File: src/hw/busSizer_params.svh
`ifndef BUSSIZER_PARAMS_SVH
`define BUSSIZER_PARAMS_SVH

////////////////////////////////////////////////////////////
// Bus widths
////////////////////////////////////////////////////////////

`define BS_DATA_W 32 // CPU data bus, one long word
`define BS_WORD_W 16 // One half of the long word, the word port width
`define BS_ADDR_W 2  // Low address bits seen by the bridge

////////////////////////////////////////////////////////////
// Address offsets
////////////////////////////////////////////////////////////

// Second word phase of a long word on a word port
`define BS_LOW_WORD_OFS 2'b10

`endif

File: src/hw/busSizerPkg.sv
`include "busSizer_params.svh"

package busSizerPkg;

    // CPU transfer size, code 11 is a line transfer and not handled here
    typedef enum logic [1:0] {
        LWORD = 2'b00,
        BYTE  = 2'b01,
        WORD  = 2'b10
    } xferSize_e;

    // Target acknowledge code, the port width comes back with it
    typedef enum logic [1:0] {
        LONG_ACK = 2'b00, // 32-bit port
        WORD_ACK = 2'b01, // 16-bit port
        WAIT_ACK = 2'b11  // Not yet
    } dsackCode_e;

    // Attributes of one CPU cycle
    typedef struct packed {
        logic                  rnw; // High for read
        xferSize_e             siz;
        logic [`BS_ADDR_W-1:0] a;
    } cpuAttr_s;

    typedef struct packed {
        logic [`BS_WORD_W-1:0] hi; // Lanes D31..D16
        logic [`BS_WORD_W-1:0] lo; // Lanes D15..D0
    } wordPair_s;

    // Data bus, seen as one long word or as two words
    typedef union packed {
        logic [`BS_DATA_W-1:0] lw;
        wordPair_s             words;
    } busWord_u;

    // Strobes from the sequencer to the steering unit
    typedef struct packed {
        logic      loadWrite;   // Capture CPU write data
        logic      secondPhase; // Second word phase running
        logic      takeLong;    // Store the whole target long word
        logic      takeHi;      // Target word into the upper half
        logic      takeLo;      // Target word into the lower half
        logic      replicate;   // Target word into both halves
        xferSize_e siz;
        logic      aHi;         // Upper address bit of the cycle
    } steerCtrl_s;

endpackage

File: src/hw/sizingSequencer.sv
`include "busSizer_params.svh"

module sizingSequencer
    import busSizerPkg::*;
(
    input  logic                  BCLK,
    input  logic                  nRESET,
    input  logic                  nTsCpu,  // CPU transfer start
    input  cpuAttr_s              cpuAttr,
    input  dsackCode_e            dsack,   // Target acknowledge code
    output logic                  nTs,     // Target transfer start
    output logic                  nTa,     // CPU transfer acknowledge
    output logic                  rnwOut,
    output logic [`BS_ADDR_W-1:0] aOut,
    output steerCtrl_s            steer
);

    ////////////////////////////////////////////////////////////
    // State and cycle attributes
    ////////////////////////////////////////////////////////////

    typedef enum logic [1:0] {
        IDLE        = 2'b00,
        WAIT_FIRST  = 2'b01, // First target phase open
        WAIT_SECOND = 2'b10  // Low word phase of a long word on a word port
    } seqState_e;

    seqState_e state;
    cpuAttr_s  cur;      // Attributes of the cycle in flight

    logic ackSeen;       // Target answered this cycle
    logic needSecond;    // Long word hit a word port
    logic startCycle;    // CPU start accepted

    assign startCycle = (state == IDLE) && !nTsCpu;
    assign ackSeen    = (dsack != WAIT_ACK);

    // Only a long word split over a word port needs a second phase
    assign needSecond = (cur.siz == LWORD) && (dsack == WORD_ACK);

    assign rnwOut = cur.rnw; // Direction holds for the whole cycle

    ////////////////////////////////////////////////////////////
    // Cycle FSM
    ////////////////////////////////////////////////////////////

    always_ff @(posedge BCLK or negedge nRESET) begin
        if (!nRESET) begin
            state <= IDLE;
            nTs   <= 1'b1;
            nTa   <= 1'b1;
            aOut  <= '0;
            cur   <= '{rnw: 1'b1, siz: LWORD, a: '0};
        end else begin
            nTs <= 1'b1; // Both starts and acks are one-cycle pulses
            nTa <= 1'b1;

            case (state)

                IDLE: begin
                    if (startCycle) begin
                        cur   <= cpuAttr;   // Latch attributes
                        aOut  <= cpuAttr.a;
                        nTs   <= 1'b0;      // Start the first phase
                        state <= WAIT_FIRST;
                    end
                end

                WAIT_FIRST: begin
                    if (ackSeen) begin
                        if (needSecond) begin
                            // Upper word done, go fetch or send the lower word
                            nTs   <= 1'b0;
                            aOut  <= `BS_LOW_WORD_OFS;
                            state <= WAIT_SECOND;
                        end else begin
                            nTa   <= 1'b0; // Single phase, finish the CPU cycle
                            state <= IDLE;
                        end
                    end
                end

                WAIT_SECOND: begin
                    if (ackSeen) begin
                        nTa   <= 1'b0;
                        state <= IDLE;
                    end
                end

                default: begin
                    state <= IDLE;
                end

            endcase
        end
    end

    ////////////////////////////////////////////////////////////
    // Steering strobes
    ////////////////////////////////////////////////////////////

    // Strobes act at the same edge as the event they follow
    always_comb begin
        steer             = '0;
        steer.loadWrite   = startCycle && !cpuAttr.rnw; // Write data comes with the start
        steer.secondPhase = (state == WAIT_SECOND);
        steer.siz         = cur.siz;
        steer.aHi         = cur.a[`BS_ADDR_W-1];

        if (cur.rnw && ackSeen) begin
            case (state)
                WAIT_FIRST: begin
                    if (dsack == WORD_ACK) begin
                        if (cur.siz == LWORD) begin
                            steer.takeHi = 1'b1;    // First of two words
                        end else begin
                            steer.replicate = 1'b1; // CPU picks its lanes
                        end
                    end else begin
                        steer.takeLong = 1'b1;      // Long port, whole word
                    end
                end
                WAIT_SECOND: begin
                    steer.takeLo = 1'b1;            // Second word closes the long word
                end
                default: begin
                    steer.takeLong = 1'b0;
                end
            endcase
        end
    end

endmodule

File: src/hw/dataSteering.sv
`include "busSizer_params.svh"

module dataSteering
    import busSizerPkg::*;
(
    input  logic       BCLK,
    input  logic       nRESET,
    input  steerCtrl_s steer,      // Strobes from the sequencer
    input  busWord_u   dataCpuIn,  // CPU write data
    input  busWord_u   dataTgtIn,  // Target read data
    output busWord_u   dataTgtOut, // Write lanes toward the target
    output busWord_u   dataCpuOut  // Assembled read word
);

    busWord_u writeReg; // CPU write word of the current cycle
    busWord_u readReg;  // Read assembly register

    logic                  narrowLow; // Byte or word addressed to the lower half
    logic                  lowToHi;   // Lower CPU word goes out on the upper lanes
    logic [`BS_WORD_W-1:0] tgtWord;   // Word port answers on the upper lanes

    ////////////////////////////////////////////////////////////
    // Write path
    ////////////////////////////////////////////////////////////

    // Loaded with the transfer start
    always_ff @(posedge BCLK) begin
        if (steer.loadWrite) begin
            writeReg <= dataCpuIn;
        end
    end

    assign narrowLow = ((steer.siz == BYTE) || (steer.siz == WORD)) && steer.aHi;
    assign lowToHi   = steer.secondPhase || narrowLow;

    // A word port only looks at D31..D16, so the lower CPU word moves up
    // in the second phase and for narrow cycles at offset 10 or 11
    always_comb begin
        dataTgtOut = writeReg;
        if (lowToHi) begin
            dataTgtOut.words.hi = writeReg.words.lo;
        end
    end

    ////////////////////////////////////////////////////////////
    // Read path
    ////////////////////////////////////////////////////////////

    assign tgtWord = dataTgtIn.words.hi;

    always_ff @(posedge BCLK or negedge nRESET) begin
        if (!nRESET) begin
            readReg <= '0;
        end else begin
            if (steer.takeLong) begin
                readReg.lw <= dataTgtIn.lw;         // Long port, all four lanes
            end else if (steer.replicate) begin
                // Same word in both halves, valid for any narrow address
                readReg.words.hi <= tgtWord;
                readReg.words.lo <= tgtWord;
            end else begin
                if (steer.takeHi) begin
                    readReg.words.hi <= tgtWord;    // Offset 00 word
                end
                if (steer.takeLo) begin
                    readReg.words.lo <= tgtWord;    // Offset 10 word
                end
            end
        end
    end

    // Holds until the next read completes
    assign dataCpuOut = readReg;

endmodule

File: src/hw/busSizerTop.sv
`include "busSizer_params.svh"

module busSizerTop
    import busSizerPkg::*;
(
    input  logic                  BCLK,
    input  logic                  nRESET,

    // CPU side
    input  logic                  nTsCpu,
    input  cpuAttr_s              cpuAttr,
    input  busWord_u              dataCpuIn,
    output logic                  nTa,
    output busWord_u              dataCpuOut,

    // Target side
    input  dsackCode_e            dsack,
    input  busWord_u              dataTgtIn,
    output logic                  nTs,
    output logic                  rnwOut,
    output logic [`BS_ADDR_W-1:0] aOut,
    output busWord_u              dataTgtOut
);

    ////////////////////////////////////////////////////////////
    // Sequencer and data path
    ////////////////////////////////////////////////////////////

    steerCtrl_s steer; // Sequencer to steering, one way

    sizingSequencer i_sizingSequencer (
        .BCLK    (BCLK),
        .nRESET  (nRESET),
        .nTsCpu  (nTsCpu),
        .cpuAttr (cpuAttr),
        .dsack   (dsack),
        .nTs     (nTs),
        .nTa     (nTa),
        .rnwOut  (rnwOut),
        .aOut    (aOut),
        .steer   (steer)
    );

    dataSteering i_dataSteering (
        .BCLK       (BCLK),
        .nRESET     (nRESET),
        .steer      (steer),
        .dataCpuIn  (dataCpuIn),
        .dataTgtIn  (dataTgtIn),
        .dataTgtOut (dataTgtOut),
        .dataCpuOut (dataCpuOut)
    );

endmodule

File: config.mk
export PLATFORM = sky130hd
export DESIGN_NAME = busSizerTop
export DESIGN_NICKNAME = d
export VERILOG_FILES = /design/src/hw/busSizerPkg.sv /design/src/hw/sizingSequencer.sv /design/src/hw/dataSteering.sv /design/src/hw/busSizerTop.sv
export VERILOG_INCLUDE_DIRS = /design/src /design/src/hw
export SDC_FILE = /design/constraint.sdc
export NUM_CORES = 1
export LEC_CHECK = 0
export ABC_AREA = 1
export BUFFER_PORTS_ARGS = -buffer_cell sky130_fd_sc_hd__buf_2
export CAP_MARGIN = 20
export CORE_MARGIN = 1
export CORE_UTILIZATION = 43
export DETAILED_ROUTE_END_ITERATION = 8
export GPL_ROUTABILITY_DRIVEN = 1
export HOLD_SLACK_MARGIN = 0.15
export PLACE_DENSITY = 0.76
export SLEW_MARGIN = 20
export SYNTH_ARGS = -nofsm -noshare
export SYNTH_HDL_FRONTEND = slang
export SYNTH_SLANG_ARGS = --single-unit
File: constraint.sdc
create_clock -name BCLK -period 2.52 [get_ports BCLK]
set_input_delay 0.252 -clock BCLK [delete_from_list [all_inputs] [get_ports BCLK]]
set_output_delay 0.252 -clock BCLK [all_outputs]
set_load 0.1 [all_outputs]
-- After elaboration in Yosys (flattened, before gate mapping)
Cells that the tools add are included.
- equality and inequality tests: 10
- mux-type cells: 32
- reduce and logical (&&, ||, !) cells: 17
- operator list (kind ; count):
    $mux W32 ; 2
    $mux W16 ; 3
    $mux W1 ; 15
    $mux W2 ; 7
    $eq A2 B1 Y1 const B ; 3
    $ne A2 B1 Y1 const B ; 3
    $pmux W2 S3 ; 1
    $reduce_bool A3 Y1 ; 2
    $logic_and A1 B1 Y1 ; 5
    $eq A2 B2 Y1 const B ; 2
    $logic_not A2 Y1 ; 2
    $mux W4 ; 1
    $ne A2 B2 Y1 const B ; 2
    $pmux W1 S2 ; 2
    $pmux W2 S2 ; 1
    $reduce_and A4 Y1 ; 1
    $reduce_and A3 Y1 ; 1
    $logic_not A1 Y1 ; 2
    $logic_or A1 B1 Y1 ; 2
    $reduce_and A2 Y1 ; 1
    $reduce_bool A2 Y1 ; 1
- bits in registers: 75
- output and inout bits: 69
- logic and storage cells: 69

-- Longest topological paths before layout
- depth after elaboration: 8
- gate-level depth with buffers: 10
- depth with buffers taken out: 9

-- By module
From an unflattened synthesis, not the netlist that was laid out.
- cells, all modules: 339
- area, all modules: 3563.4 sq um
- by module, submodules not included (module ; instances ; cells an instance ; area an instance (sq um) ; seq. area each (sq um)):
    dataSteering ; 1 ; 265 ; 2985.4 ; 1761.7
    sizingSequencer ; 1 ; 74 ; 578.1 ; 254.0

-- Least setup slack after synthesis
No wires, ideal clock.
- path type: reg-to-reg
- start point: register i_sizingSequencer.state[0]
- end point: register i_dataSteering.writeReg[0] in the netlist's numbering (enable)
- library setup time: 423 ps
- data arrival time: 2209 ps
- data required time: 2097 ps
- setup slack: -111 ps
- cell stages (with the launch flop): 5
- path buffers: 0
- path through: dfrtp_1 > inv_1 > ha_1 > nand2_1 > nor2_1
- RTL lines (item ; RTL line ; source):
    start, declared ; sizingSequencer.sv:28 ; seqState_e state;
    start signal, assigned ; sizingSequencer.sv:49 ; state <= IDLE;
    start signal, assigned ; sizingSequencer.sv:65 ; state <= WAIT_FIRST;
    start signal, assigned ; sizingSequencer.sv:75 ; state <= WAIT_SECOND;
    end signal, assigned ; dataSteering.sv:29 ; writeReg <= dataCpuIn;
    end, declared ; dataSteering.sv:15 ; busWord_u writeReg;

==> results.cfg <==
[sta]
rsz0062_at_grt = false
fmax_ghz = 0.4418
period_needed_ns = 2.263
period_share_pct = 89.81
holdWs_ns = 0.1683
fin_tns_setup_ns = 0
finalHoldViolations = 0
max_slew_margin_pct = 62.99
clock_skew_ns = 0.01105
slew_violations = 0
setup-violations-final = 0
tightest_slew_ns = 0.5538

[floorplan]
die-area_um2 = 8111
die_w_um = 90.06
coreArea_um2 = 7370
dieHeight_um = 90.06
rows = 31
io_pins = 143
initial_utilization_pct = 45.25

[global_routing]
antenna_found_initial = 0
grt_pass1_wl_um = 15540
grt-ovfl-total = 0
grt_max_degree = 43
gr-usage-all-layers_pct = 23.99
grt_pass1_vias = 3327

[drt]
drt_pass1_iterations = 5
via_per_inst = 4.980
wl_per_cell_um = 14.55
drc_errors = 0
antenna_left = 0
drt_iter0_drc = 95
vias = 3182
postRouteWirelength_um = 9299

[worst_setup_path]
startpoint_type = flop
cp_max_fo = 16
cp-end-kind = output pin
crit_type = flop to output pin
cp.arrival_ns = 2.01
cp.required_ns = 2.27

[logic_synthesis]
syn_nets = 435
yosysWarnings = 0
syn-instance-count = 357
synth.distinct_cells = 21
avgSynthCellArea_um2 = 9.340
syn_area_um2 = 3334
synth-seq-cells = 74
ys_seq_area_share_pct = 60.45

[clock_tree]
postCtsHoldBufs = 49
cts_made_buffers = 9
cts_tree = built
cts-resized-gates = 0
clk_latency_ns = 0.33
clock_sinks = 74
cts-root-buf = clkbuf_8
clockBufferDepth = 2
htreeDepth = 3
post-cts-setup-buffers = 0
path_clk_slew_ns = 0.07

[finish]
final_area_um2 = 4936
drive_gt1_share_pct = 32.04
final_util_pct = 66.98
antenna_cells = 0
nNetsFinal = 613
area_growth_pct = 48.03

[placed_design]
placed_area_um2 = 4254
place_congestion = 0.8611
numPortBuffers = 142
place_hpwl_um = 6108

[job]
max-cap-violations = 0

[status]
status = finished clean

[worst_hold_path]
worstHoldPathType = input pin to flop
-- cell usage in the layout (no fill, tap or decap), types with 3 or more instances in the layout --
master | synthesis | routed
buf_2 | 9 | 125
clkbuf_8 | 0 | 10
o21ai_0 | 3 | 3
dfrtp_1 | 39 | 39
dlygate4sd3_1 | 0 | 49
nor2_1 | 5 | 4
clkbuf_1 | 2 | 3
buf_12 | 0 | 16
dfstp_2 | 3 | 3
buf_4 | 16 | 6
a21oi_1 | 3 | 3
inv_1 | 10 | 10
ha_1 | 4 | 4
nand3_1 | 68 | 68
nand2_1 | 150 | 150
edfxtp_1 | 32 | 32
-- state kept, by name (all words and copies together) (netlist names) --
signal and count:
i_dataSteering.dataCpuOut 32, i_dataSteering.writeReg 32, i_sizingSequencer.steer 3, i_sizingSequencer.aOut 2, i_sizingSequencer.state 2, i_sizingSequencer.nTa 1, i_sizingSequencer.nTs 1, i_sizingSequencer.rnwOut 1
-- final cells by class --
cell class	count	area, µm²
Fill cell	581	2434
Sequential cell	74	2016
Timing Repair Buffer	196	1481
Multi-Input combinational cell	241	1077
Clock buffer	13	148.9
Tap cell	99	123.9
Inverter	13	48.80
Clock inverter	3	40.04
-- critical path, stage by stage (launching register included) --
cell and delay (ns):
dfrtp_1 0.40, inv_1 0.09, ha_1 0.21, clkinv_1 0.10, nand2_1 0.43, nand2_1 0.13, nand2_1 0.14, buf_12 0.18
-- per-stage QoR --
stage                     setup slack [ns]  instances
final                               0.2568        639
after global routing                0.1011        639
after CTS                           0.2414        639
after detailed placement            0.6055        574
after global placement              0.7391        574
after floorplan                     0.3702        357
-- metal layers --
layer,vias up,GRT usage (%),part of all wire [%]
li1,1505,-,-
met1,1501,29.59,42
met2,162,41.79,49
met3,14,4.992,7.4
met4,0,8.065,1.5
met5,-,0,0
-- synth_stat cells --
cell / count / area (µm²)
a21oi_1: 3 / 15.01
edfxtp_1: 32 / 960.9
clkbuf_1: 2 / 7.510
nand2_2: 2 / 12.51
buf_2: 9 / 45.04
nand3_1: 68 / 340.3
nand2_4: 2 / 22.52
o21ai_0: 3 / 15.01
ha_1: 4 / 50.05
nand2_1: 150 / 563.0
nand4_1: 1 / 6.260
nor2_4: 1 / 11.26
clkinv_1: 1 / 3.750
nor2_1: 5 / 18.77
nand3_2: 2 / 20.02
inv_2: 2 / 7.510
buf_4: 16 / 120.1
dfstp_2: 3 / 78.83
inv_1: 10 / 37.54
buf_6: 2 / 22.52
dfrtp_1: 39 / 975.9
-- cell families after synthesis --
logic type	count (synthesis)	share of synthesized area (%)
AND/OR/NAND/NOR	231	29.83
flip-flops	74	60.45
buffers and inverters	42	7.317
AO/OA/AOI/OAI	6	0.9003
adder cells (fa/ha/maj)	4	1.501
-- worst paths after layout --
| kind | slack (ns) | to | start | cells past startpoint |
|---|---|---|---|---|
| worst max-delay path | 0.26 | dataTgtOut[22] | i_sizingSequencer.state[0] | 7 |
| worst min-delay path | 0.17 | i_sizingSequencer.steer[1] | cpuAttr[2] | 3 |
| worst max register to register | 0.68 | i_dataSteering.dataCpuOut[23] | i_sizingSequencer.state[1] | 8 |
| worst min register to register | 0.48 | i_sizingSequencer.aOut[0] | i_sizingSequencer.aOut[0] | 2 |
| max in group asynchronous | 1.69 | i_sizingSequencer.rnwOut | nRESET | 2 |
| min in group asynchronous | 0.45 | i_dataSteering.dataCpuOut[18] | nRESET | 2 |
Power is not shown: default switching activity piles up to over one toggle a cycle in this logic, so the estimate is an artifact.
